[src/hdl/scc_params.svh]
// Constants of the delay-chain configuration manager
// Widths, geometry, setting layout and Avalon address map
`ifndef SCC_PARAMS_SVH
`define SCC_PARAMS_SVH

// Avalon port
`define SCC_AVL_DATA_WIDTH 32
`define SCC_AVL_ADDR_WIDTH 13

// Memory geometry
`define SCC_READ_DQS_WIDTH 4
`define SCC_DQ_PER_DQS 8
`define SCC_DM_PER_DQS 1
`define SCC_DQ_WIDTH 32
`define SCC_DM_WIDTH 4

// Setting register file and its entry layout
`define SCC_SETTING_BITS 24
`define SCC_RFILE_DEPTH 16
`define SCC_RFILE_LATENCY 3
`define SCC_ENTRY_DQS 0
`define SCC_ENTRY_DQ 4
`define SCC_ENTRY_DQS_IO 12
`define SCC_ENTRY_DM 13

// Address map, section is avl_address[9:6]
`define SCC_BROADCAST 255
`define SCC_SECT_GROUP 0
`define SCC_SECT_SCAN 14
`define SCC_SECT_TRACK 15
`define SCC_TRACK_SAMPLE_INDEX 63

`endif

[src/hdl/scc_pkg.sv]
// Shared types of the delay-chain configuration manager
`include "scc_params.svh"

package scc_pkg;

	// Scan command codes as carried in avl_address[3:0]
	typedef enum logic [3:0] {
		SCAN_DQS    = 4'd0,
		SCAN_DQS_IO = 4'd1,
		SCAN_DQ_IO  = 4'd2,
		SCAN_DM_IO  = 4'd3,
		SCAN_UPD    = 4'd8
	} scan_kind_t;

	typedef logic [`SCC_SETTING_BITS-1:0] setting_word_t;

	typedef logic [`SCC_AVL_DATA_WIDTH-1:0] avl_word_t;

	typedef logic [$clog2(`SCC_RFILE_DEPTH)-1:0] rfile_addr_t;

	// Field section, only 1 to 9 name a field
	typedef logic [3:0] field_sel_t;

	typedef logic signed [`SCC_AVL_DATA_WIDTH-1:0] sample_count_t;

endpackage

[src/hdl/scc_scan_engine.sv]
// Scan engine: shifts a setting word out MSB first with its pin enables,
// or pulses the update strobe
`timescale 1ns/10ps
`include "scc_params.svh"

module scc_scan_engine (
	input  logic                           avl_clk,
	input  logic                           avl_reset_n,
	input  logic                           scan_start,
	input  scc_pkg::scan_kind_t            scan_kind,
	input  logic [7:0]                     scan_select,
	input  logic [7:0]                     group_sel,
	input  scc_pkg::setting_word_t         word,
	output logic                           scan_busy,
	output logic                           scan_done,
	output logic                           scc_data,
	output logic [`SCC_READ_DQS_WIDTH-1:0] scc_dqs_ena,
	output logic [`SCC_READ_DQS_WIDTH-1:0] scc_dqs_io_ena,
	output logic [`SCC_DQ_WIDTH-1:0]       scc_dq_ena,
	output logic [`SCC_DM_WIDTH-1:0]       scc_dm_ena,
	output logic                           scc_upd
);
	import scc_pkg::*;

	localparam int R = `SCC_READ_DQS_WIDTH;
	localparam int DQ = `SCC_DQ_WIDTH;
	localparam int DM = `SCC_DM_WIDTH;
	localparam int SB = `SCC_SETTING_BITS;
	localparam int CNT_W = $clog2(SB);
	localparam logic [R-1:0] ONE_R = 1;
	localparam logic [DQ-1:0] ONE_DQ = 1;
	localparam logic [DQ-1:0] DQ_LANE = {`SCC_DQ_PER_DQS{1'b1}};
	localparam logic [DM-1:0] ONE_DM = 1;
	localparam logic [DM-1:0] DM_LANE = {`SCC_DM_PER_DQS{1'b1}};

	typedef enum logic [2:0] {
		ST_IDLE,
		ST_LOAD,
		ST_SHIFT,
		ST_UPDATE,
		ST_DONE
	} scan_state_t;

	scan_state_t state;
	scan_kind_t cmd_kind;
	logic [7:0] cmd_select;
	logic [7:0] cmd_group;
	setting_word_t shift_reg;
	logic [CNT_W-1:0] bit_cnt;
	logic cmd_bcast;
	logic [R-1:0] dqs_dec;
	logic [R-1:0] dqs_io_dec;
	logic [DQ-1:0] dq_dec;
	logic [DM-1:0] dm_dec;

	assign scan_busy = state != ST_IDLE;
	assign scan_done = state == ST_DONE;

	// Enable pattern of the latched command
	always_comb
	begin
		cmd_bcast = cmd_select == 8'(`SCC_BROADCAST);
		dqs_dec = '0;
		dqs_io_dec = '0;
		dq_dec = '0;
		dm_dec = '0;
		case (cmd_kind)
		SCAN_DQS:
			dqs_dec = cmd_bcast ? '1 : ONE_R << cmd_select;
		SCAN_DQS_IO:
			dqs_io_dec = cmd_bcast ? '1 : ONE_R << cmd_group;
		SCAN_DQ_IO:
			dq_dec = cmd_bcast ? DQ_LANE << (cmd_group * `SCC_DQ_PER_DQS) :
				ONE_DQ << (cmd_group * `SCC_DQ_PER_DQS + cmd_select);
		SCAN_DM_IO:
			dm_dec = cmd_bcast ? DM_LANE << (cmd_group * `SCC_DM_PER_DQS) :
				ONE_DM << (cmd_group * `SCC_DM_PER_DQS + cmd_select);
		// Update and unknown codes enable no pins
		default:
			dqs_dec = '0;
		endcase
	end

	always_ff @(posedge avl_clk or negedge avl_reset_n)
	begin
		if (!avl_reset_n)
		begin
			state <= ST_IDLE;
			cmd_kind <= SCAN_DQS;
			bit_cnt <= '0;
			scc_data <= 1'b0;
			scc_dqs_ena <= '0;
			scc_dqs_io_ena <= '0;
			scc_dq_ena <= '0;
			scc_dm_ena <= '0;
			scc_upd <= 1'b0;
		end
		else
		begin
			case (state)
			ST_IDLE:
				if (scan_start)
				begin
					cmd_kind <= scan_kind;
					scc_upd <= scan_kind == SCAN_UPD;
					state <= (scan_kind == SCAN_UPD) ? ST_UPDATE : ST_LOAD;
				end
			ST_LOAD:
			begin
				// First bit and the enables go out together
				scc_data <= word[SB-1];
				scc_dqs_ena <= dqs_dec;
				scc_dqs_io_ena <= dqs_io_dec;
				scc_dq_ena <= dq_dec;
				scc_dm_ena <= dm_dec;
				bit_cnt <= CNT_W'(SB - 1);
				state <= ST_SHIFT;
			end
			ST_SHIFT:
				if (bit_cnt == '0)
				begin
					scc_data <= 1'b0;
					scc_dqs_ena <= '0;
					scc_dqs_io_ena <= '0;
					scc_dq_ena <= '0;
					scc_dm_ena <= '0;
					state <= ST_DONE;
				end
				else
				begin
					scc_data <= shift_reg[SB-1];
					bit_cnt <= bit_cnt - 1'b1;
				end
			ST_UPDATE:
			begin
				scc_upd <= 1'b0;
				state <= ST_DONE;
			end
			default:
				state <= ST_IDLE;
			endcase
		end
	end

	// Command operands and the word being shifted
	always_ff @(posedge avl_clk)
	begin
		if (state == ST_IDLE && scan_start)
		begin
			cmd_select <= scan_select;
			cmd_group <= group_sel;
		end
		if (state == ST_LOAD)
			shift_reg <= word << 1;
		else if (state == ST_SHIFT)
			shift_reg <= shift_reg << 1;
	end

	// The port never requests a scan while one is in flight
	a_start_idle: assert property (@(posedge avl_clk) disable iff (!avl_reset_n)
		scan_start |-> state == ST_IDLE);

endmodule

[config.mk]
export PLATFORM = sky130hd
export DESIGN_NAME = scc_scan_engine
export DESIGN_NICKNAME = d
export VERILOG_FILES = /design/src/hdl/scc_pkg.sv /design/src/hdl/scc_scan_engine.sv
export VERILOG_INCLUDE_DIRS = /design/src /design/src/hdl
export SDC_FILE = /design/constraint.sdc
export NUM_CORES = 1
export LEC_CHECK = 0
export BUFFER_PORTS_ARGS = -buffer_cell sky130_fd_sc_hd__buf_4
export CAP_MARGIN = 20
export CORE_MARGIN = 10
export CORE_UTILIZATION = 55
export DETAILED_ROUTE_END_ITERATION = 8
export MAX_ROUTING_LAYER = met4
export PLACE_DENSITY_LB_ADDON = 0.15
export SETUP_SLACK_MARGIN = 0.3
export SYNTH_ARGS = -nofsm -noshare
export SYNTH_HDL_FRONTEND = slang
export SYNTH_SLANG_ARGS = --single-unit
[constraint.sdc]
create_clock -name avl_clk -period 3 [get_ports avl_clk]
set_input_delay 0.3 -clock avl_clk [delete_from_list [all_inputs] [get_ports avl_clk]]
set_output_delay 0.3 -clock avl_clk [all_outputs]
set_load 0.05 [all_outputs]
## Word-level counts from Yosys, hierarchy flattened

Cells that the tools add are included.

| storage, ports and cells | value |
|---|---|
| register bits | 97 |
| bits of input ports | 47 |
| output and inout port bits | 48 |
| logic and storage cells | 71 |

| cells by class | value |
|---|---|
| add/sub/neg operators | 3 |
| equal/unequal tests | 12 |
| shift-type cells | 6 |
| muxes and demuxes | 26 |
| reduce and logical (&&, ||, !) cells | 12 |

Operators with widths:

| cell | count |
|---|---|
| $mux 32 | 3 |
| $pmux 32 s2 | 1 |
| $mux 24 | 2 |
| $shl 1x12->32 const A | 1 |
| $shl 8x11->32 const A | 1 |
| $mux 4 | 7 |
| $pmux 4 s2 | 3 |
| $shl 1x8->4 const A | 3 |
| $add 11x8->12 | 1 |
| $pmux 3 s4 | 1 |
| $pmux 5 s2 | 1 |
| $reduce_and 2->1 | 5 |
| $add 8x8->9 | 1 |
| $shl 1x9->4 const A | 1 |
| $eq 4x2->1 const B | 2 |
| $eq 8x8->1 const B | 1 |
| $eq 3x2->1 const B | 2 |
| $mux 3 | 2 |
| $ne 2x2->1 const B | 3 |
| $logic_not 5->1 | 1 |
| $mux 5 | 1 |
| $sub 5x1->5 const B | 1 |
| $eq 4x1->1 const B | 1 |
| $eq 4x4->1 const B | 1 |
| other kinds (10) | 13 |

## Depth between registers and ports, before layout

Gate-level depths: netlist of the first run.

| logic depth | value |
|---|---|
| word-level depth | 5 |
| depth in mapped cells | 8 |
| gate-level depth less buffers | 7 |

## Worst setup path after synthesis of the first run

Ideal clock, no wire load.

| timing path | value |
|---|---|
| path kind | register -> register |
| start | register state[2] |
| end | register shift_reg[10], enable pin |
| arrival | 1,922 ps |
| data required time | 2,620 ps |
| path slack | 698 ps |
| stages on the path, launching flop included | 7 |
| path buffers | 4 |
| period minus slack after synthesis | 2,302 ps |
| path through | dfrtp_1 buf_2 or3b_1 buf_6 clkbuf_1 clkbuf_1 nand2_1 |

| on the way | value |
|---|---|
| longest elaborated chain between the ends | 2 |
| elaborated cells between the ends (all ways) | 3 |

RTL lines:

| item | RTL line | source |
|---|---|---|
| start: declaration | scc_scan_engine.sv:44 | `scan_state_t state;` |
| start signal: assignment | scc_scan_engine.sv:106 | `state <= (scan_kind == SCAN_UPD) ? ST_UPDATE : ST_LOAD;` |
| $eq 3x1->1 / $eq 3x2->1 (equally long branches) | scc_scan_engine.sv:153, scc_scan_engine.sv:155 |  |
| $reduce_bool 2->1 (no source line) * | -- |  |
| end signal: assignment | scc_scan_engine.sv:154 | `shift_reg <= word << 1;` |
| end signal: assignment | scc_scan_engine.sv:156 | `shift_reg <= shift_reg << 1;` |
| end: declaration | scc_scan_engine.sv:48 | `setting_word_t shift_reg;` |

Every way passes the cells marked *; elsewhere a longest branch is shown, timed or not.
A chain may end at the register's enable or synchronous reset.

## Worst setup path after layout of the first run

| timing path | value |
|---|---|
| start | register bit_cnt[0] |
| end | register scc_dq_ena[1] |

| on the way | value |
|---|---|
| longest elaborated chain between the ends | 3 |

RTL lines:

| item | RTL line | source |
|---|---|---|
| start: declaration | scc_scan_engine.sv:49 | `logic [CNT_W-1:0] bit_cnt;` |
| start signal: assignment | scc_scan_engine.sv:116 | `bit_cnt <= CNT_W'(SB - 1);` |
| start signal: assignment | scc_scan_engine.sv:132 | `bit_cnt <= bit_cnt - 1'b1;` |
| $logic_not 5->1 | scc_scan_engine.sv:120 | `if (bit_cnt == '0)` |
| $ne 2x2->1 (no source line) | -- |  |
| $reduce_and 2->1 (no source line) | -- |  |
| end signal: assignment | scc_scan_engine.sv:114 | `scc_dq_ena <= dq_dec;` |
| end: declaration | scc_scan_engine.sv:19 | `` output logic [`SCC_DQ_WIDTH-1:0] scc_dq_ena, `` |

No other way between the ends.

==> reports/summary.txt, run 1 <==
====================================================================================
Share of the yosys chip area belonging to registers                            54.7%
Number of nets with antenna violations after detailed routing                      0
DRC viols                                                                          0
Cells after Synth                                                                451
Final Hold Vio Count                                                               6
Synthesis Warnings                                                                 0
Rows                                                                              33
Maximum fanout count along the critical path                                      31
Global-route wire length before repair                                      20200 um
Most common cell after layout, fill and taps aside                             buf_4
Cell Pwr Density                                                          739 mW/mm2
Worst Max-Slew Pin Slew                                                      1130 ps
Fill cell total of the finished layout                                           625
Setup Skew                                                                   17.9 ps
Top library cells by usage in the layout, fill and taps aside           buf_4 (105), nand2_1 (84), dfrtp_1 (58)
Chip Height                                                                   113 um
Number of primary I/O pins                                                        95
Post_cts resized                                                                   0
Post-synthesis register bit count                                                 97
Insertion delay of the later-clocked pin in the worst-skew pair               370 ps
Total number of vias                                                            3912
Number of nets produced by synthesis                                             515
Final hold slack                                                            -11.4 ps
P_leak                                                                       2.60 nW
Clock transition at the registers of the reported paths                       100 ps
Area enclosed by the die boundary                                         0.0128 mm2
CTS tree                                                                        done
Class of the most critical hold timing path                              in -> async
Final Critical Period                                                        2430 ps
TritonCTS sink count                                                              97
Grt ovf                                                                            0
Horizontal die dimension                                                      113 um
Share of flip-flops with an asynchronous set or reset after synthesis          59.8%
Post-route fraction of the period consumed by the critical path                81.1%
Required time at the endpoint of the critical path                           3240 ps
First-pass iteration count of the detailed router                                  5
Port bufs                                                                         94
Pin count of the biggest net entering global routing                              59
Detailed Route WL                                                           12500 um
Number of enable-type register cells in the synthesized netlist                   39
Critical setup path kind                                                  reg -> reg
Average vias per placed instance                                                6.01
Leading register cell type out of synthesis                                  dfrtp_1
Root buffer cell                                                            clkbuf_8
GP Congestion                                                                  0.888
Core area                                                                0.00834 mm2
Cell area after layout                                                   0.00584 mm2
Maximum frequency from static timing analysis                                411 MHz
CTS Buffer Depth                                                                   2
Antenna Diode Count                                                                0
Post-place instance area                                                 0.00559 mm2
Largest vdd supply drop                                                     0.528 mV
Final setup fails                                                                  0
H-tree levels                                                                      3
Initial Utilization                                                            57.5%
Max capacitance violation total                                                    0
Post-cts hold buffer count                                                         0
Distinct cell type count of the synthesized netlist                               53
Final-layout setup total negative slack                                         0 ps
Drt initial violations                                                           322
Final core utilization                                                         70.0%
Num CTS Buffers                                                                    9
Initial antenna violation count                                                    0
Max reg flops                                                                     32
Arrival time worst endpoint                                                  2670 ps
Fraction of final layout cells with drive strength greater than 1              24.4%
Nature of the critical path endpoint                                       flip-flop
Run status                                                              finished with violations
Synth-to-Final Area Change                                                     21.8%
Count of final max-slew check failures                                             0
Mean routed wirelength per cell                                              19.2 um
Syn avg cell area                                                           10.6 um2
Unrepaired setup endpoints after global routing                                   no
Vias in the first global route                                                  3984
Nature of the critical path startpoint                                     flip-flop
Cell Area, Synth                                                         0.00479 mm2
Worst-case headroom to the max-slew limit                                      25.0%
Post-CTS setup repair buffer count                                                 0
GRT Resource Usage Total                                                       19.6%
Violations in the final reports                                          hold timing
Detailed-placement wirelength estimate                                       8830 um
Net count reported at finish                                                     605
====================================================================================
path summary, 6_finish.rpt:
path	depth (start not counted)	slack, ps	startpoint	end
setup / recovery	6	570	bit_cnt[0]$_DFFE_PN0P_	scc_dq_ena[1]$_DFFE_PN0P_
hold / removal	1	-10	avl_reset_n	scc_dq_ena[4]$_DFFE_PN0P_
setup reg to reg	6	570	bit_cnt[0]$_DFFE_PN0P_	scc_dq_ena[1]$_DFFE_PN0P_
hold reg to reg	2	490	scc_dqs_io_ena[0]$_DFFE_PN0P_	scc_dqs_io_ena[0]$_DFFE_PN0P_
max in group asynchronous	1	2500	avl_reset_n	cmd_kind[3]$_DFFE_PN0P_
min in group avl_clk	1	110	group_sel[6]	cmd_group[6]$_DFFE_PP_
cells in the mapped netlist (all sizes together), types with 3 or more instances:
cell / number / share of area (%)
or2: 3 / 0.39
mux2: 4 / 0.94
a22o: 4 / 0.73
nand2b: 3 / 0.39
nand3: 6 / 0.63
ha: 15 / 3.9
nand4: 7 / 0.91
edfxtp: 39 / 24
a31oi: 4 / 0.52
nor3: 5 / 0.52
inv: 7 / 0.55
nand4b: 5 / 0.91
nor4: 7 / 1.5
a21oi: 7 / 0.73
buf: 7 / 1.0
and2: 5 / 0.65
a21boi: 30 / 4.7
nor2b: 3 / 0.39
o21ai: 44 / 4.6
nand2: 84 / 6.6
nor3b: 3 / 0.57
o211ai: 33 / 5.2
dfrtp: 58 / 30
clkbuf: 19 / 1.5
and3: 5 / 0.65
nor2: 16 / 1.3
nor4b: 4 / 0.73
layout make-up:
type / instances / area, um2 / area share (%)
Tap cell: 105 / 131 / 2.25
Inverter: 7 / 26.3 / 0.450
Timing Repair Buffer: 105 / 788 / 13.5
Clock inverter: 7 / 124 / 2.12
Clock buffer: 9 / 124 / 2.12
Multi-Input combinational cell: 321 / 2020 / 34.6
Sequential cell: 97 / 2620 / 44.9
critical path, stage by stage (launching register included):
cell and delay (ps):
dfrtp_1 420, inv_1 100, ha_1 150, or4b_1 930
o211ai_1 350, a21boi_0 220, o21ai_0 120
cell families (layout without fill, tap and decap cells):
group                      Yosys count  after routing  synth area share, %
DFF                                 97             97                 54.7
muxes                                5              5                 1.15
adders and majority gates           17             17                 4.75
xor gates and xnor gates             2              2                0.366
AOI/OAI and AO/OA                  131            131                 18.1
buffers and inverters               33            128                 3.08
and+or+nand+nor                    166            166                 17.9
power breakdown:
group	switching [W]	total [W]	leakage [nW]	internal [W]
logic	0.000864	0.00128	1.33	0.000417
registers	0.000194	0.00198	1.15	0.00179
clock network	0.000484	0.00105	0.121	0.000563
through the flow:
step	hold slack [ps]	cells	total power, W	setup slack (ps)
final	-11.4	651	0.00431	567
after global routing	41.1	651	0.00455	369
after CTS	16.7	651	0.00431	628
after detailed placement	412	635	0.00327	642
after global placement	401	635	0.00319	710
after floorplan	4.41	451	0.00288	698
per-layer routing:
layer / share of wire, % / global-route usage [%] / wire (um)
met5: 0 / - / 0
met4: 1.8 / 6.51 / 227
met3: 6.3 / 3.65 / 783
met2: 48 / 30.2 / 6040
met1: 44 / 25.5 / 5450
Power figures use the tool's default switching activity.
==> run 2, diff against run 1 <==
--- a/config.mk
+++ b/config.mk
@@ -6,10 +6,11 @@
 export SDC_FILE = /design/constraint.sdc
 export NUM_CORES = 1
 export LEC_CHECK = 0
+export ABC_AREA = 1
 export BUFFER_PORTS_ARGS = -buffer_cell sky130_fd_sc_hd__buf_4
 export CAP_MARGIN = 20
 export CORE_MARGIN = 10
-export CORE_UTILIZATION = 55
+export CORE_UTILIZATION = 56
 export DETAILED_ROUTE_END_ITERATION = 8
 export MAX_ROUTING_LAYER = met4
 export PLACE_DENSITY_LB_ADDON = 0.15
==> constraint.sdc (replaced) <==
create_clock -name avl_clk -period 2.3 [get_ports avl_clk]
set_input_delay 0.23 -clock avl_clk [delete_from_list [all_inputs] [get_ports avl_clk]]
set_output_delay 0.23 -clock avl_clk [all_outputs]
set_load 0.05 [all_outputs]
==> reports/summary.txt, run 2 <==
====================================================================================
Run status                                                              complete, no violations
Worst Max-Slew Pin Slew                                                       709 ps   -417 ps
Distinct cell type count of the synthesized netlist                               42   -21%
Maximum fanout count along the critical path                                      16   -48%
Cell Area, Synth                                                         0.00508 mm2   +5.9%
Syn avg cell area                                                           9.15 um2   -14%
Class of the most critical hold timing path                                in -> reg
Required time at the endpoint of the critical path                           2590 ps   -650 ps
Final Critical Period                                                        2040 ps   -397 ps
Grt met2 use                                                                   27.4%   -2.9 points
Share of the yosys chip area belonging to registers                            51.7%   -3.0 points
Max capacitance violation total                                                    0   unchanged
Family with the most delay on the worst path                             adder cells
Synth-to-Final Area Change                                                     20.6%
Setup Skew                                                                   12.9 ps   -5.05 ps
Switching component of the power                                           0.00233 W   +51%
Area enclosed by the die boundary                                         0.0133 mm2   +3.3%
Total power of the final layout                                            0.00605 W   +40%
Fraction of final layout cells with drive strength greater than 1              25.8%   +1.4 points
Number of nets produced by synthesis                                             619   +20%
Vias in the first global route                                                  4065   +2.0%
List of most frequent post-synthesis cells                              nand2_1 (239), dfrtp_1 (58), edfxtp_1 (39)
H-tree levels                                                                      3   unchanged
Num CTS Buffers                                                                    9   unchanged
Root buffer cell                                                            clkbuf_8
Worst stage delay on the critical path                                        590 ps   -340 ps
Cell area after layout                                                   0.00612 mm2   +4.8%
First-pass iteration count of the detailed router                                  6   +1
Count of final max-slew check failures                                             0   unchanged
Cell with the largest stage delay on the worst path                             fa_2
Cell Pwr Density                                                          988 mW/mm2   +34%
Top cells by area, synth                                                dfrtp_1 (29%), edfxtp_1 (23%), nand2_1 (18%)
Most common cell after layout, fill and taps aside                           nand2_1
Fraction of synthesized cell area taken by the top area cell type              28.6%   -1.7 points
TritonCTS sink count                                                              97   unchanged
Unrepaired setup endpoints after global routing                                  yes
Initial Utilization                                                            57.9%   +0.45 points
Final setup fails                                                                  0   unchanged
Post-synthesis register bit count                                                 97   unchanged
Insertion delay of the later-clocked pin in the worst-skew pair               360 ps   about the same
Port bufs                                                                         94   unchanged
Largest vdd supply drop                                                     0.666 mV   +26%
Max reg flops                                                                     32   unchanged
CTS Buffer Depth                                                                   2   unchanged
Rows                                                                              34   +3.0%
Post-place instance area                                                 0.00576 mm2   +3.0%
Library cell occupying the most area in the post-synthesis netlist           dfrtp_1
GRT Resource Usage Total                                                       18.1%   -1.5 points
Pin count of the biggest net entering global routing                              59   unchanged
Horizontal die dimension                                                      115 um   +1.6%
Worst-case headroom to the max-slew limit                                      52.7%   +28 points
Share of power burned in the clock network                                     20.7%   -3.6 points
Register-to-register path setup slack                                         260 ps   -300 ps
Initial antenna violation count                                                    0   unchanged
Cells after Synth                                                                555   +23%
Leading register cell type out of synthesis                                  dfrtp_1
DRC viols                                                                          0   unchanged
Worst slack, placed                                                           272 ps   -370 ps
Fraction of power consumed by sequential logic                                 42.6%   -3.4 points
Net count reported at finish                                                     718   +19%
Core area                                                                0.00876 mm2   +5.1%
Final setup slack of the worst path                                           263 ps   -303 ps
Post-route fraction of the period consumed by the critical path                88.5%   +7.4 points
Drt initial violations                                                           280   -13%
P_leak                                                                       3.20 nW   +23%
Maximum frequency from static timing analysis                                491 MHz   +19%
Int Pwr                                                                    0.00372 W   +34%
Most frequent cell on the critical path                                      nand2_1
Cells along the critical path                                           ha_2 > inv_2 > fa_2 > inv_1 > nor2_4 > buf_12 > nand4_1 > nand2_1 > nand2_1 > nand2_1
Number of nets with antenna violations after detailed routing                      0   unchanged
Nature of the critical path endpoint                                       flip-flop
Number of enable-type register cells in the synthesized netlist                   39   unchanged
Share of total power in combinational logic                                    36.7%   +7.0 points
Most frequent cell after synthesis                                           nand2_1
Mean routed wirelength per cell                                              15.2 um   -21%
Total number of vias                                                            4115   +5.2%
Top library cells by usage in the layout, fill and taps aside           nand2_1 (237), buf_4 (105), dfrtp_1 (58)
GP Congestion                                                                  0.892   +0.52%
Arrival time worst endpoint                                                  2330 ps   -340 ps
Fill cell total of the finished layout                                           703   +12%
Final-layout setup total negative slack                                         0 ps   unchanged
Clock transition at the registers of the reported paths                        90 ps   about the same
Detailed Route WL                                                           11700 um   -6.5%
Chip Height                                                                   115 um   +1.6%
Grt ovf                                                                            0   unchanged
Met1 track demand over resource in global routing                              23.4%   -2.1 points
Average vias per placed instance                                                5.37   -11%
Antenna Diode Count                                                                0   unchanged
CTS tree                                                                        done
Synthesis Warnings                                                                 0   unchanged
Layer with the highest usage after global routing                               met2
Switching power as a share of total power                                      38.5%   +2.7 points
Critical setup path kind                                                  reg -> reg
Nature of the critical path startpoint                                     flip-flop
Global-route wire length before repair                                      19300 um   -4.5%
Met3 routing resource usage after global routing                               4.38%   +0.73 points
Detailed-placement wirelength estimate                                       8150 um   -7.7%
Share of flip-flops with an asynchronous set or reset after synthesis          59.8%   unchanged
Number of primary I/O pins                                                        95   unchanged
Final Hold Vio Count                                                               0   -6
Combined buffer and inverter count along the critical path                         3   +2
====================================================================================
-- run 2: timing repair --
item | CTS | global route
buffers inserted | 2 | 6
resized for setup | 0 | 9
gates cloned | 0 | 1
endpoints found under the setup margin | 24 | 36
endpoints found under the hold margin | 58 | 0
hold buffers | 1 | 0
pin swaps | 3 | 13
-- run 2: per-stage QoR --
| step | hold WS [ps] | utilization, % | std cells |
|---|---|---|---|
| floorplan | -65.6 | - | 555 |
| CTS | 26.9 | 68.9 | 760 |
| finish | 40.5 | 69.8 | 767 |
| global route | 14.3 | 69.8 | 767 |
| global placement | 330 | 65.7 | 741 |
| detailed placement | 337 | 65.7 | 741 |
-- run 2: worst register-to-register path, stage by stage, from the launching register on --
cell	delay, ps
edfxtp_1	430
ha_2	240
inv_2	50
fa_2	590
inv_1	70
nor2_4	100
buf_12	150
nand4_1	120
nand2_1	100
nand2_1	60
nand2_1	60
-- run 2: logic make-up (layout without fill, tap and decap cells) --
logic type / count (synthesis) / after routing / share of synthesized area, %
XOR/XNOR: 2 / 2 / 0.493
flip-flops: 97 / 97 / 51.7
adder cells (fa/ha/maj): 17 / 17 / 4.49
AO/OA/AOI/OAI: 35 / 35 / 5.13
AND/OR/NAND/NOR: 347 / 348 / 31.6
buffers and inverters: 57 / 160 / 6.68
-- run 2: worst paths after layout --
path / start / endpoint / cells after the start
min reg2reg: scc_dq_ena[7]$_DFFE_PN0P_ / scc_dq_ena[7]$_DFFE_PN0P_ / 2
max reg2reg: cmd_select[3]$_DFFE_PP_ / scc_dq_ena[13]$_DFFE_PN0P_ / 10
max: cmd_select[3]$_DFFE_PP_ / scc_dq_ena[13]$_DFFE_PN0P_ / 10
min in group asynchronous: avl_reset_n / scc_dq_ena[23]$_DFFE_PN0P_ / 2
min: scan_select[6] / cmd_select[6]$_DFFE_PP_ / 1
max in group asynchronous: avl_reset_n / cmd_kind[0]$_DFFE_PN0P_ / 2
-- run 2: cell type report --
class	count	area, um2	area share (%)
inverters	36	145	2.37
well taps	108	135	2.21
clock inverters	7	103	1.68
multi-input cells	402	2150	35.2
flip-flops and latches	97	2620	42.8
clock buffers	9	124	2.02
repair buffers	108	838	13.7
-- run 2: power by group through the flow --
stage          Sequential [W]  Combinational [W]  Clock, W
2_1_floorplan         0.00264            0.00159         0
3_3_place_gp          0.00260            0.00191         0
3_5_place_dp          0.00262            0.00199         0
4_1_cts               0.00258            0.00212   0.00127
5_1_grt               0.00262            0.00250   0.00135
6_report              0.00258            0.00222   0.00125
-- run 2: routing by layer --
layer  vias up  part of all wire [%]
met5         -                     0
met4         0                   2.1
met3        24                   6.3
met2       143                    48
met1      1919                    44
li1       2029                     -
