[src/hdl/scc_params.svh]
// Constants of the delay-chain configuration manager
// Widths, geometry, setting layout and Avalon address map
`ifndef SCC_PARAMS_SVH
`define SCC_PARAMS_SVH

// Avalon port
`define SCC_AVL_DATA_WIDTH 32
`define SCC_AVL_ADDR_WIDTH 13

// Memory geometry
`define SCC_READ_DQS_WIDTH 4
`define SCC_DQ_PER_DQS 8
`define SCC_DM_PER_DQS 1
`define SCC_DQ_WIDTH 32
`define SCC_DM_WIDTH 4

// Setting register file and its entry layout
`define SCC_SETTING_BITS 24
`define SCC_RFILE_DEPTH 16
`define SCC_RFILE_LATENCY 3
`define SCC_ENTRY_DQS 0
`define SCC_ENTRY_DQ 4
`define SCC_ENTRY_DQS_IO 12
`define SCC_ENTRY_DM 13

// Address map, section is avl_address[9:6]
`define SCC_BROADCAST 255
`define SCC_SECT_GROUP 0
`define SCC_SECT_SCAN 14
`define SCC_SECT_TRACK 15
`define SCC_TRACK_SAMPLE_INDEX 63

`endif

[src/hdl/scc_pkg.sv]
// Shared types of the delay-chain configuration manager
`include "scc_params.svh"

package scc_pkg;

	// Scan command codes as carried in avl_address[3:0]
	typedef enum logic [3:0] {
		SCAN_DQS    = 4'd0,
		SCAN_DQS_IO = 4'd1,
		SCAN_DQ_IO  = 4'd2,
		SCAN_DM_IO  = 4'd3,
		SCAN_UPD    = 4'd8
	} scan_kind_t;

	typedef logic [`SCC_SETTING_BITS-1:0] setting_word_t;

	typedef logic [`SCC_AVL_DATA_WIDTH-1:0] avl_word_t;

	typedef logic [$clog2(`SCC_RFILE_DEPTH)-1:0] rfile_addr_t;

	// Field section, only 1 to 9 name a field
	typedef logic [3:0] field_sel_t;

	typedef logic signed [`SCC_AVL_DATA_WIDTH-1:0] sample_count_t;

endpackage

[src/hdl/strobe_sample_counter.sv]
// Saturating signed up/down sample counter for one read DQS group
`timescale 1ns/10ps

module strobe_sample_counter (
	input  logic                   avl_clk,
	input  logic                   avl_reset_n,
	input  logic                   count_load,
	input  logic                   count_step,
	input  scc_pkg::sample_count_t load_value,
	input  logic                   step_up,
	output scc_pkg::sample_count_t count
);
	import scc_pkg::*;

	localparam int CW = $bits(sample_count_t);
	localparam sample_count_t COUNT_MAX = {1'b0, {(CW-1){1'b1}}};
	localparam sample_count_t COUNT_MIN = {1'b1, {(CW-1){1'b0}}};

	always_ff @(posedge avl_clk or negedge avl_reset_n)
	begin
		if (!avl_reset_n)
			count <= '0;
		else if (count_load)
			count <= load_value;
		else if (count_step)
		begin
			// Hold at either extreme instead of wrapping
			if (step_up && count != COUNT_MAX)
				count <= count + 1;
			else if (!step_up && count != COUNT_MIN)
				count <= count - 1;
		end
	end

endmodule

[config.mk]
export PLATFORM = sky130hd
export DESIGN_NAME = strobe_sample_counter
export DESIGN_NICKNAME = d
export VERILOG_FILES = /design/src/hdl/scc_pkg.sv /design/src/hdl/strobe_sample_counter.sv
export VERILOG_INCLUDE_DIRS = /design/src /design/src/hdl
export SDC_FILE = /design/constraint.sdc
export NUM_CORES = 1
export LEC_CHECK = 0
export ABC_AREA = 1
export BUFFER_PORTS_ARGS = -buffer_cell sky130_fd_sc_hd__buf_2
export CORE_ASPECT_RATIO = 0.6
export CORE_MARGIN = 5
export CORE_UTILIZATION = 35
export CTS_BUF_LIST = sky130_fd_sc_hd__clkbuf_8
export DETAILED_ROUTE_END_ITERATION = 8
export GPL_TIMING_DRIVEN = 0
export PLACE_DENSITY_LB_ADDON = 0.2
export SLEW_MARGIN = 20
export SYNTH_ARGS = -nofsm -noshare
export SYNTH_HDL_FRONTEND = slang
export SYNTH_SLANG_ARGS = --single-unit
[constraint.sdc]
create_clock -name avl_clk -period 6.74 [get_ports avl_clk]
set_input_delay 0.674 -clock avl_clk [delete_from_list [all_inputs] [get_ports avl_clk]]
set_output_delay 0.674 -clock avl_clk [all_outputs]
set_load 0.02 [all_outputs]
After elaboration in Yosys (flattened, before gate mapping):

Cells that the tools add are included.

* multiplexer cells: 4
* bitwise logic cells: 0
* $add $sub $neg: 2
* $lt $le $gt $ge: 0
* div/mod/pow operators: 0
* eq/ne operators: 2
* shifts and indexed selects: 0
* reduce and logical (&&, ||, !) cells: 6
* multiply operators: 0

Operator list (count)
* $mux W32: 4
* $ne A32 B32 Y1 const B: 2
* $add A32 B2 Y32 const B: 1
* $sub A32 B2 Y32 const B: 1
* $reduce_bool A3 Y1: 1
* $logic_and A1 B1 Y1: 2
* $reduce_and A2 Y1: 1
* $reduce_bool A2 Y1: 1
* $logic_not A1 Y1: 1

* ROM bits: 0
* register bits after elaboration: 32
* memories: 0
* word-level logic and storage cells: 15
* latch bits: 0
* bits of input ports: 37
* memory bits (writable): 0

Depth between registers and ports, before layout:

Gate-level depths: netlist (run 1).

* depth after elaboration: 6
* mapped depth: 21

Worst setup path after synthesis (run 1):

Ideal clock, no wire load.

* kind: register to register
* start point: reg count[31]
* end point: reg count[28]
* path slack: 4.275 ns
* data arrival time: 2.344 ns
* period minus slack after synthesis: 2.465 ns
* setup time: 0.121 ns
* stages on the path, launching flop included: 18
* cell sequence: dfrtp_1 inv_2 nand2_1 nor2_1 nand2_1 nor2_2 nand2_2 nand2_4 ha_1 nand2_1 nand2_1 or2_2 nand2_1 nand2_1 nand2_1 nand3b_1 nand3_1 nand2_1

* word-level cells in the longest chain between the ends: 5

Ends and longest elaborated chain
* from (decl): RTL line strobe_sample_counter.sv:11 `output scc_pkg::sample_count_t count`
* from (signal assigned): RTL line strobe_sample_counter.sv:24 `count <= load_value;`
* from (signal assigned): RTL line strobe_sample_counter.sv:29 `count <= count + 1;`
* from (signal assigned): RTL line strobe_sample_counter.sv:31 `count <= count - 1;`
* $ne A32 B32 Y1: RTL line strobe_sample_counter.sv:28 `if (step_up && count != COUNT_MAX)`
* $logic_and A1 B1 Y1: RTL line strobe_sample_counter.sv:28
* $mux W32: RTL line strobe_sample_counter.sv:28
* $mux W32: RTL line strobe_sample_counter.sv:25 `else if (count_step)`
* $mux W32: RTL line strobe_sample_counter.sv:23 `else if (count_load)`

Parallel ways exist; a longest one is shown, timed or not. The select of a mux whose other input is x is not followed.
A chain may end at the register's enable or synchronous reset.

Worst setup path after layout (run 1):

* start point: reg count[7]
* end point: reg count[30]

* word-level cells in the longest chain between the ends: 5

Ends and longest elaborated chain (RTL line)
* $sub A32 B2 Y32 or $ne A32 B32 Y1 (tied branches): strobe_sample_counter.sv:31, strobe_sample_counter.sv:28
* $mux W32 or $logic_and A1 B1 Y1 (tied branches): strobe_sample_counter.sv:30, strobe_sample_counter.sv:28
* $mux W32: strobe_sample_counter.sv:28
* $mux W32: strobe_sample_counter.sv:25
* $mux W32: strobe_sample_counter.sv:23

Parallel ways exist; a longest one is shown, timed or not. The select of a mux whose other input is x is not followed.

==> out/metrics.cfg, run 1 <==
[floorplan]
start_util = 0.358
io-pin-count = 69
coreArea_um2 = 12100
fp-row-count = 31
die_x_um = 154
dieArea_um2 = 14800
die_y_um = 96.2

[clock_network]
insertion_delay_ns = 0.30
clockRootBuffer = clkbuf_8
cts_buffer_depth = 2
cts_inserted_buffers = 5
post_cts_buffers = 0
ctsHoldBuffers = 0
htree_num_levels = 2
cts_sinks = 32
path_clk_slew_ns = 0.08
cts_resized = 0
cts_tree = done

[synth]
synth.mux.area_fraction = 0
synth_nets = 858
synth-edff-count = 0
ys_types = 32
synth-seq-area-share = 0.185
ys_ff_latch = 32
synthArstFlopShare = 1.00
synthAdderAreaFrac = 0.0941
synthSimpleGateAreaFrac = 0.509
postSynthAreaPerCell_um2 = 5.49
synth_xor_xnor_area_share = 0.0202
synth_cells = 789
synth_area_um2 = 4340
ys_warn_count = 0
synth-compound-area-share = 0.0468
synth_top_family_by_area = simple AND/OR/NAND/NOR gates
synthFlopType = dfrtp_1

[worst_setup_path]
crit_path_end_kind = flop
start_kind = flop
critical_path_class = flop to flop
crit_buf_inv = 2
cp_common_cell = nand2_1
max_stage_delay_ns = 0.52
cp-startpoint = count[7]$_DFFE_PN0P_
cp.arrival_ns = 3.39
critPathMaxFanout = 36
reg2reg_from = count[7]$_DFFE_PN0P_
crit_family = simple AND/OR/NAND/NOR gates
cp_slowest_cell = dfrtp_1
path_cells = nand2_1, nor2_1, nand2_1, nor2_2, nand2_2, nand2_4, inv_1, fa_1, inv_1, nand2_1, nand3_1, nand2_1, nand2_1, nand2_1, nand2_1, nand2_1, nand3_1, nand2_1
cp.required_ns = 6.92

[global_route]
grt_start_max_net_pins = 37
grt_pass1_wl_mm = 23.7
grt_pass1_vias = 4217
grt_antenna_before_repair = 0
grt.total_usage = 0.207
grt_overflow = 0

[worst_hold_path]
hold_path.class = input pin to async pin

[final_layout]
area_growth_pct = 15.0
largest_register_ffs = 32
top_regs = count (32)
stdcell_count = 1029
post-route-util = 0.412
nets = 932
regMostFlops = count
antenna_cells = 0
multi_input_area_um2 = 2900
drive_gt1_frac = 0.132
final-seq-area_um2 = 801
fillCellCount = 1393

[sta]
max_clock_freq_mhz = 311
hold_viol = 0
slew-limit-headroom = 0.467
min_period_ns = 3.21
fin_crit_sh = 0.477
worst_clock_skew_ns = 0.00823
tns_ns = 0
hold_ws_ns = 0.461
rsz0062_at_grt = no
slew_viol_final = 0
setup_viol = 0
worst_pin_slew_ns = 0.800

[detailed_routing]
vias = 4785
dr.pass1.iters = 6
vias_per_cell = 4.65
drt_iter0_drc = 387
ant_nets = 0
routed_wl_mm = 15.0
drcViolationCount = 0
wl_per_cell_um = 14.6

[placement]
post-place-cells = 1021
io_buffers = 67
gp_congestion = 0.921
dp.final_hpwl_mm = 12.5

[run_status]
status = complete, no violations

[power]
p_per_area_nw_per_um2 = 221
p_total_mw = 1.10
peakVddDrop_v = 0.0000660
p_leak_nw = 3.10

[flow_run]
drv_cap = 0

-- cells in the final DEF (no fill, tap or decap), types with 2 or more instances in the layout --
master    netlist  final
nand2_1       355    355
inv_1         151    152
buf_2           4     71
nor2_1         58     58
nand3_1        46     46
dfrtp_1        32     32
ha_1           31     31
a21oi_1        15     15
nand2_2        13     13
xor2_1         10     10
nand3_2        10     10
nand4_1         9      9
o21ai_0         6      6
and2_1          6      6
or2_2           5      5
a21boi_1        5      5
a21boi_0        5      5
clkbuf_8        0      5
nand3b_1        4      4
and2_0          3      3
clkbuf_1        3      3
nor3_1          3      3
nor2_2          2      2
buf_6           2      2
and3_1          2      2
o21bai_1        2      2
-- routing by layer --
| layer | global-route usage | routed length (um) |
|---|---|---|
| met2 | 0.270 | 5200 |
| met5 | 0 | 0 |
| met4 | 0.0287 | 92 |
| met3 | 0.0332 | 1380 |
| met1 | 0.347 | 8310 |
-- through the flow --
step / cell area [um^2] / setup slack (ns)
final: 4980 / 3.53
after global routing: 4980 / 3.27
after CTS: 4980 / 3.57
after detailed placement: 4880 / 3.61
after global placement: 4880 / 3.61
after floorplan: 4340 / 4.27
-- synth_stat cells (3+ instances only) --
cell / n / share of area
nor2_1: 58 / 0.050
a21oi_1: 15 / 0.017
dfrtp_1: 32 / 0.18
xor2_1: 10 / 0.020
nand2_1: 355 / 0.31
nand3_2: 10 / 0.023
o21ai_0: 6 / 0.0069
or2_2: 5 / 0.0072
and2_1: 6 / 0.0087
and2_0: 3 / 0.0043
a21boi_0: 5 / 0.0087
nand2_2: 13 / 0.019
clkbuf_1: 3 / 0.0026
ha_1: 31 / 0.089
nand3b_1: 4 / 0.0069
nand3_1: 46 / 0.053
buf_2: 4 / 0.0046
nand4_1: 9 / 0.013
inv_1: 151 / 0.13
nor3_1: 3 / 0.0035
a21boi_1: 5 / 0.0087
-- worst paths after layout --
check,endpoint,slack [ns],cells after the start
max,count[30]$_DFFE_PN0P_,3.53,18
min,count[0]$_DFFE_PN0P_,0.46,1
max reg2reg,count[30]$_DFFE_PN0P_,3.53,18
min reg2reg,count[27]$_DFFE_PN0P_,0.60,2
max in group asynchronous,count[27]$_DFFE_PN0P_,5.77,1
min in group avl_clk,count[27]$_DFFE_PN0P_,0.60,2
-- power breakdown --
group          internal (mW)  switching [mW]  leakage (nW)
Clock                  0.108          0.0834        0.0593
Combinational          0.209           0.419          2.66
Sequential             0.223          0.0610         0.386
Total                  0.540           0.563          3.10
-- logic make-up after synthesis --
group,after synthesis
AND/OR/NAND/NOR,519
XOR/XNOR,10
buffers and inverters,162
adder cells (fa/ha/maj),32
flip-flops,32
AO/OA/AOI/OAI,34
-- area by class of cell --
| cell class | instances | area share |
|---|---|---|
| Clock inverter | 3 | 0.00778 |
| Timing Repair Buffer | 67 | 0.0673 |
| Tap cell | 165 | 0.0414 |
| Clock buffer | 5 | 0.0138 |
| Inverter | 152 | 0.114 |
| Sequential cell | 32 | 0.161 |
| Multi-Input combinational cell | 595 | 0.582 |
| Buffer | 10 | 0.0123 |
Note: power is estimated with default switching activity, not from simulation.
==> inputs of run 2 (changes only) <==
- ABC_AREA: 1 -> 0
- clock period: 6.74 -> 2.7 ns (I/O delays scaled with it)
==> run 2 against run 1 <==
The flow now finishes with violations (setup timing). Hold slack got worse by 0.42 ns. Sequential power rose by 130%. Critical path depth fell by 3. Die area fell by 25%. Synthesized cell count fell by 49%.
==> out/metrics.cfg, run 2 <==
[final_layout]
area_growth_pct = 56.1  ; was 15.0%
top_regs = count (32)  ; unchanged
final_cell_mix = 69 x buf_2, 56 x buf_4, 36 x nand2_1  ; was 355 x nand2_1, 152 x inv_1, 71 x buf_2
finalInstanceArea_um2 = 4940  ; was 4980 um^2
stdcell_count = 655  ; was 1029
post-route-util = 0.571  ; was 0.412
regMostFlops = count  ; unchanged
mostFrequentLayoutCell = buf_2  ; was nand2_1
antenna_cells = 0  ; unchanged
drive_gt1_frac = 0.475  ; was 0.132
nets = 611  ; was 932
largest_register_ffs = 32  ; unchanged

[detailed_routing]
vias = 3905  ; was 4785
ant_nets = 0  ; unchanged
dr.pass1.iters = 5  ; was 6
drcViolationCount = 0  ; unchanged
routed_wl_mm = 13.6  ; was 15.0 mm
wl_per_cell_um = 20.8  ; was 14.6 um
drt_iter0_drc = 446  ; was 387
vias_per_cell = 5.96  ; was 4.65

[worst_hold_path]
hold_path.class = input pin to async pin  ; unchanged

[clock_network]
path_clk_slew_ns = 0.08  ; about the same
cts_tree = done  ; unchanged
clockRootBuffer = clkbuf_8  ; unchanged
insertion_delay_ns = 0.31  ; was 0.30 ns
cts_sinks = 32  ; unchanged
cts_inserted_buffers = 5  ; unchanged
ctsHoldBuffers = 0  ; unchanged
cts_buffer_depth = 2  ; unchanged
htree_num_levels = 2  ; unchanged

[worst_setup_path]
critPathMaxFanout = 6  ; was 36
cp_slowest_cell = a221o_2  ; was dfrtp_1
cp.required_ns = 2.88  ; was 6.92 ns
critical_path_class = flop to flop  ; unchanged
cp.arrival_ns = 3.99  ; was 3.39 ns
path_cells = nand4_1, nor4_4, a21boi_4, clkinvlp_4, buf_12, ha_4, a21o_1, o21bai_4, a41o_1, a221o_2, a211o_1, a31o_1, xor2_1, mux2i_1, o21ai_1  ; was nand2_1, nor2_1, nand2_1, nor2_2, nand2_2, nand2_4, inv_1, fa_1, inv_1, nand2_1, nand3_1, nand2_1, nand2_1, nand2_1, nand2_1, nand2_1, nand3_1, nand2_1
start_kind = flop  ; unchanged
max_stage_delay_ns = 0.42  ; was 0.52 ns
crit_path_end_kind = flop  ; unchanged

[sta]
slew-limit-headroom = 0.463  ; was 0.467
setup_viol = 28  ; was 0
slew_viol_final = 0  ; unchanged
worst_clock_skew_ns = 0.00985  ; was 0.00823 ns
rsz0062_at_grt = yes  ; was no
worst_slack_ns = -1.12  ; was 3.53 ns
min_period_ns = 3.82  ; was 3.21 ns
worst_pin_slew_ns = 0.805  ; was 0.800 ns
max_clock_freq_mhz = 262  ; was 311 MHz
fin_crit_sh = 1.41  ; was 0.477
hold_viol = 0  ; unchanged

[global_route]
grt.total_usage = 0.228  ; was 0.207
grt_overflow = 0  ; unchanged
grt_antenna_before_repair = 0  ; unchanged
grt_pass1_wl_mm = 19.9  ; was 23.7 mm
grt_pass1_vias = 3772  ; was 4217
grt_start_max_net_pins = 33  ; was 37

[floorplan]
coreArea_um2 = 8650  ; was 12100 um^2
io-pin-count = 69  ; unchanged
dieArea_um2 = 11100  ; was 14800 um^2
fp-row-count = 26  ; was 31
start_util = 0.366  ; was 0.358
die_y_um = 83.6  ; was 96.2 um
die_x_um = 133  ; was 154 um

[placement]
dp.final_hpwl_mm = 8.55  ; was 12.5 mm
io_buffers = 67  ; unchanged
post-place-cells = 578  ; was 1021
placed_cell_area_um2 = 3730  ; was 4880 um^2
gp_congestion = 0.955  ; was 0.921

[synth]
yosys.area.top_type_share = 0.253  ; was 0.307
synthFlopType = dfrtp_1  ; unchanged
synthArstFlopShare = 1.00  ; unchanged
netlist_top_cells_area = dfrtp_1 25%, ha_1 12%, a21oi_1 6.5%  ; was nand2_1 31%, dfrtp_1 18%, inv_1 13%
synth-edff-count = 0  ; unchanged
synth_nets = 468  ; was 858
synth_area_um2 = 3160  ; was 4340 um^2
ys_types = 49  ; was 32
synth_top_cell_by_area = dfrtp_1  ; was nand2_1
synth-seq-area-share = 0.253  ; was 0.185
synth_cells = 399  ; was 789
ys_warn_count = 0  ; unchanged
yosysMostFrequentCell = a21oi_1  ; was nand2_1
ys_top_cells_by_count = 41 x a21oi_1, 38 x o21ai_0, 37 x nand2_1  ; was 355 x nand2_1, 151 x inv_1, 58 x nor2_1
ys_ff_latch = 32  ; unchanged
postSynthAreaPerCell_um2 = 7.93  ; was 5.49 um^2

[run_status]
violations = setup timing
status = finished, violations left  ; was complete, no violations

[power]
p_per_area_nw_per_um2 = 598  ; was 221 nW/um^2
p_leak_nw = 2.18  ; was 3.10 nW
peakVddDrop_v = 0.000241  ; was 0.0000660 V

[flow_run]
drv_cap = 0  ; unchanged

## run 2: changes by cell type in the layout (fill, tap and decap cells not counted), moves of 21 or more
cell     before  now
inv_1       152   12
dfrtp_1      32    2
nand3_1      46   10
nand2_1     355   36
dfrtp_2       0   30
buf_4         1   56
nor2_1       58   28
o21ai_1       0   21
## run 2: report_power, final
group	total (mW)	switching [mW]	internal, mW
Sequential	0.666	0.0974	0.569
Combinational	1.87	1.00	0.865
Clock	0.419	0.218	0.201
Total	2.95	1.32	1.63
## run 2: worst max-delay path, delay by kind of cell (launching register included)
| family | cells | cell delay [ns] |
|---|---|---|
| adder cells (fa/ha/maj) | 1 | 0.20 |
| AO/OA/AOI/OAI | 8 | 1.77 |
| AND/OR/NAND/NOR | 2 | 0.63 |
| multiplexers | 1 | 0.18 |
| flip-flops | 1 | 0.41 |
| XOR/XNOR | 1 | 0.16 |
| buffers and inverters | 2 | 0.31 |
## run 2: layer usage
layer / part of all wire / up-vias / global-route usage
li1: - / 1786 / -
met1: 0.48 / 1899 / 0.338
met2: 0.41 / 191 / 0.323
met3: 0.085 / 29 / 0.0590
met4: 0.023 / 0 / 0.0632
met5: 0 / - / 0
## run 2: cells by family (layout without fill, tap and decap cells)
logic type / after synthesis / in the layout / share of synthesized area
adder cells (fa/ha/maj): 32 / 32 / 0.129
AO/OA/AOI/OAI: 134 / 134 / 0.260
AND/OR/NAND/NOR: 139 / 139 / 0.223
XOR/XNOR: 23 / 23 / 0.0637
flip-flops: 32 / 32 / 0.253
multiplexers: 11 / 11 / 0.0360
buffers and inverters: 28 / 172 / 0.0344
## run 2: final cells by class
type / instances / area, um^2
fill: 801 / 3720
timing repair buffer: 138 / 958
clock inverter: 2 / 7.51
tap: 112 / 140
buffer: 13 / 62.6
sequential: 32 / 838
multi-input combinational: 339 / 2790
inverter: 12 / 48.8
timing repair inverter: 1 / 7.51
clock buffer: 6 / 82.6
## run 2: worst paths after layout
check	startpoint	to	slack, ns	cells after the start
setup / recovery	count[23]$_DFFE_PN0P_	count[27]$_DFFE_PN0P_	-1.12	15
hold / removal	avl_reset_n	count[18]$_DFFE_PN0P_	0.05	1
setup reg to reg	count[23]$_DFFE_PN0P_	count[27]$_DFFE_PN0P_	-1.12	15
hold reg to reg	count[24]$_DFFE_PN0P_	count[24]$_DFFE_PN0P_	0.65	2
max in group asynchronous	avl_reset_n	count[7]$_DFFE_PN0P_	2.09	1
min in group avl_clk	load_value[2]	count[2]$_DFFE_PN0P_	0.16	3
## run 2: timing repair
| item | CTS | global route |
|---|---|---|
| gates cloned | 2 | 0 |
| pin swaps | 43 | 39 |
| gates resized for setup | 71 | 64 |
| endpoints found under the setup margin | 31 | 32 |
| buffers inserted | 48 | 26 |
## run 2: per-stage QoR
| stage | hold WS (ns) | setup TNS (ns) | total power, mW | setup slack, ns |
|---|---|---|---|---|
| 3_3_place_gp | 0.407 | -43.29 | 1.89 | -1.96 |
| 3_5_place_dp | 0.419 | -44.38 | 1.91 | -2.07 |
| 4_1_cts | 0.0789 | -19.52 | 2.64 | -1.01 |
| 5_1_grt | 0.130 | -24.73 | 3.13 | -1.25 |
| 2_1_floorplan | -0.0256 | -21.92 | 1.55 | -1.11 |
| 6_report | 0.0458 | -21.20 | 2.95 | -1.12 |
==> inputs of run 3 (changes only) <==
- PLACE_DENSITY: default -> 0.62
- PLACE_DENSITY_LB_ADDON: 0.2 -> default
==> run 3 against run 2 <==
The flow still finishes with violations (setup timing). Non-clock buffer count is 13 lower. Sequential power about the same. Register-to-register slack improved by 0.09 ns. Via count is 3.5% lower. Total power fell by 2.8%. Setup slack improved by 0.094 ns. Combinational power decreased by 4%. Core utilization fell by 1.9 points. Clock skew is essentially flat. Sequential share of layout area grew 0.54 points. Clock power is essentially flat. Critical endpoint unchanged. Largest cell class unchanged.
==> out/metrics.cfg, run 3 (synthesis gave the netlist of run 2 again) <==
[clock_network]
cts_tree = done  ; unchanged
cts_buffer_depth = 2  ; unchanged
ctsHoldBuffers = 0  ; unchanged
cts_sinks = 32  ; unchanged
cts_inserted_buffers = 5  ; unchanged
insertion_delay_ns = 0.30  ; was 0.31 ns
path_clk_slew_ns = 0.08  ; about the same
clockRootBuffer = clkbuf_8  ; unchanged
htree_num_levels = 2  ; unchanged

[detailed_routing]
drt_iter0_drc = 446  ; unchanged
wl_per_cell_um = 20.1  ; was 20.8 um
dr.pass1.iters = 4  ; was 5
vias_per_cell = 5.87  ; was 5.96
routed_wl_mm = 12.9  ; was 13.6 mm
vias = 3770  ; was 3905
drcViolationCount = 0  ; unchanged
ant_nets = 0  ; unchanged

[worst_setup_path]
path_cells = nand4b_1, nor4_4, a21boi_4, clkinvlp_4, buf_6, buf_6, ha_4, a21o_1, nand4_1, nand3_1, a221o_2, a211o_1, a31o_4, xor2_1, mux2i_1, o21ai_1  ; was nand4_1, nor4_4, a21boi_4, clkinvlp_4, buf_12, ha_4, a21o_1, o21bai_4, a41o_1, a221o_2, a211o_1, a31o_1, xor2_1, mux2i_1, o21ai_1
start_kind = flop  ; unchanged
reg2reg_depth = 16  ; was 15
critical_path_class = flop to flop  ; unchanged
reg2reg_from = count[31]$_DFFE_PN0P_  ; was count[23]$_DFFE_PN0P_
crit_buf_inv = 3  ; was 2
crit_family = compound AO/OA/AOI/OAI gates  ; unchanged
cp.arrival_ns = 3.88  ; was 3.99 ns
r2r_slack_ns = -1.02  ; was -1.12 ns
crit_path_end_kind = flop  ; unchanged
r2r_end = count[27]$_DFFE_PN0P_  ; unchanged
max_stage_delay_ns = 0.45  ; was 0.42 ns
cp.required_ns = 2.86  ; was 2.88 ns
cp_common_cell = buf_6
critPathMaxFanout = 5  ; was 6
cp_slowest_cell = a221o_2  ; unchanged

[sta]
min_period_ns = 3.72  ; was 3.82 ns
tns_ns = -20.38  ; was -21.20 ns
fin_crit_sh = 1.38  ; was 1.41
worst_clock_skew_ns = 0.00963  ; was 0.00985 ns
setup_viol = 29  ; was 28
worst_slack_ns = -1.02  ; was -1.12 ns
max_clock_freq_mhz = 269  ; was 262 MHz
rsz0062_at_grt = yes  ; unchanged
slew_viol_final = 0  ; unchanged
hold_ws_ns = 0.0430  ; was 0.0458 ns
worst_pin_slew_ns = 0.789  ; was 0.805 ns
slew-limit-headroom = 0.474  ; was 0.463
hold_viol = 0  ; unchanged

[floorplan]
dieArea_um2 = 11100  ; unchanged
start_util = 0.366  ; unchanged
fp-row-count = 26  ; unchanged
coreArea_um2 = 8650  ; unchanged
io-pin-count = 69  ; unchanged
die_y_um = 83.6  ; unchanged
die_x_um = 133  ; unchanged

[final_layout]
multi_input_area_um2 = 2790  ; about the same
final_cell_mix = 68 x buf_2, 49 x buf_4, 35 x nand2_1  ; was 69 x buf_2, 56 x buf_4, 36 x nand2_1
stdcell_count = 642  ; was 655
top_regs = count (32)  ; unchanged
drive_gt1_frac = 0.455  ; was 0.475
nets = 598  ; was 611
mostFrequentLayoutCell = buf_2  ; unchanged
area_growth_pct = 51.0  ; was 56.1%
final-seq-area_um2 = 837  ; was 838 um^2
largest_register_ffs = 32  ; unchanged
fillCellCount = 819  ; was 801
regMostFlops = count  ; unchanged
finalInstanceArea_um2 = 4780  ; was 4940 um^2
antenna_cells = 0  ; unchanged

[placement]
dp.final_hpwl_mm = 8.43  ; was 8.55 mm
gp_congestion = 0.915  ; was 0.955
placed_cell_area_um2 = 3730  ; unchanged
io_buffers = 67  ; unchanged
post-place-cells = 578  ; unchanged
dp_slack_ns = -2.15  ; was -2.07 ns

[global_route]
grt.total_usage = 0.221  ; was 0.228
grt_start_max_net_pins = 33  ; unchanged
grt_overflow = 0  ; unchanged
grt_antenna_before_repair = 0  ; unchanged
grt_pass1_vias = 3643  ; was 3772
grt_pass1_wl_mm = 19.7  ; was 19.9 mm

[run_status]
violations = setup timing  ; unchanged
status = finished, violations left  ; unchanged

[worst_hold_path]
hold_path.class = input pin to async pin  ; unchanged

[power]
p_leak_nw = 2.11  ; was 2.18 nW
peakVddDrop_v = 0.000231  ; was 0.000241 V
p_per_area_nw_per_um2 = 601  ; was 598 nW/um^2

[flow_run]
drv_cap = 0  ; unchanged

[run 3: cell types whose count changed in the layout (fill, tap and decap cells not counted), sizes merged]
cell	before	now
clkbuf	16	19
buf	141	125
[run 3: area by class of cell]
type | instances | share of cell area
Tap cell | 112 | 0.0293
Sequential cell | 32 | 0.175
Timing Repair inverter | 1 | 0.00157
Clock buffer | 6 | 0.0173
Timing Repair Buffer | 124 | 0.167
Buffer | 14 | 0.0141
Clock inverter | 2 | 0.00157
Inverter | 12 | 0.0102
Multi-Input combinational cell | 339 | 0.584
[run 3: metal layers]
metal  track usage  vias to the layer above  routed length (um)
met5             0                        -                   0
met4        0.0425                        0                 213
met3        0.0488                       23                1090
met2         0.306                      186                5190
met1         0.346                     1802                6410
li1              -                     1759                   -
[run 3: how the worst max path moves through the flow]
| stage | from | end | slack [ns] | cells past startpoint |
|---|---|---|---|---|
| floorplan | count[6]$_DFFE_PN0P_ | count[27]$_DFFE_PN0P_ | -1.11 | 14 |
| CTS | count[31]$_DFFE_PN0P_ | count[27]$_DFFE_PN0P_ | -0.99 | 15 |
| global route | count[21]$_DFFE_PN0P_ | count[31]$_DFFE_PN0P_ | -1.12 | 16 |
| detailed placement | count[15]$_DFFE_PN0P_ | count[30]$_DFFE_PN0P_ | -2.15 | 14 |
| global placement | count[15]$_DFFE_PN0P_ | count[30]$_DFFE_PN0P_ | -2.16 | 14 |
| finish | count[31]$_DFFE_PN0P_ | count[27]$_DFFE_PN0P_ | -1.02 | 16 |
[run 3: what timing repair did]
action / in CTS / in global routing
resized for setup: 70 / 56
setup buffers: 44 / 19
cloned: 1 / 0
endpoints found under the setup margin: 31 / 32
pin swaps: 36 / 50
[run 3: power breakdown]
part / internal, mW / switching [mW] / total, mW / leakage, nW
combinational: 0.800 / 0.989 / 1.79 / 1.71
clock: 0.201 / 0.215 / 0.416 / 0.0538
sequential: 0.568 / 0.0959 / 0.664 / 0.353
[run 3: stage by stage]
step / util / power, mW
after floorplan: - / 1.55
after global placement: 0.431 / 1.89
after detailed placement: 0.431 / 1.90
after CTS: 0.513 / 2.59
after global routing: 0.552 / 3.04
final: 0.552 / 2.87
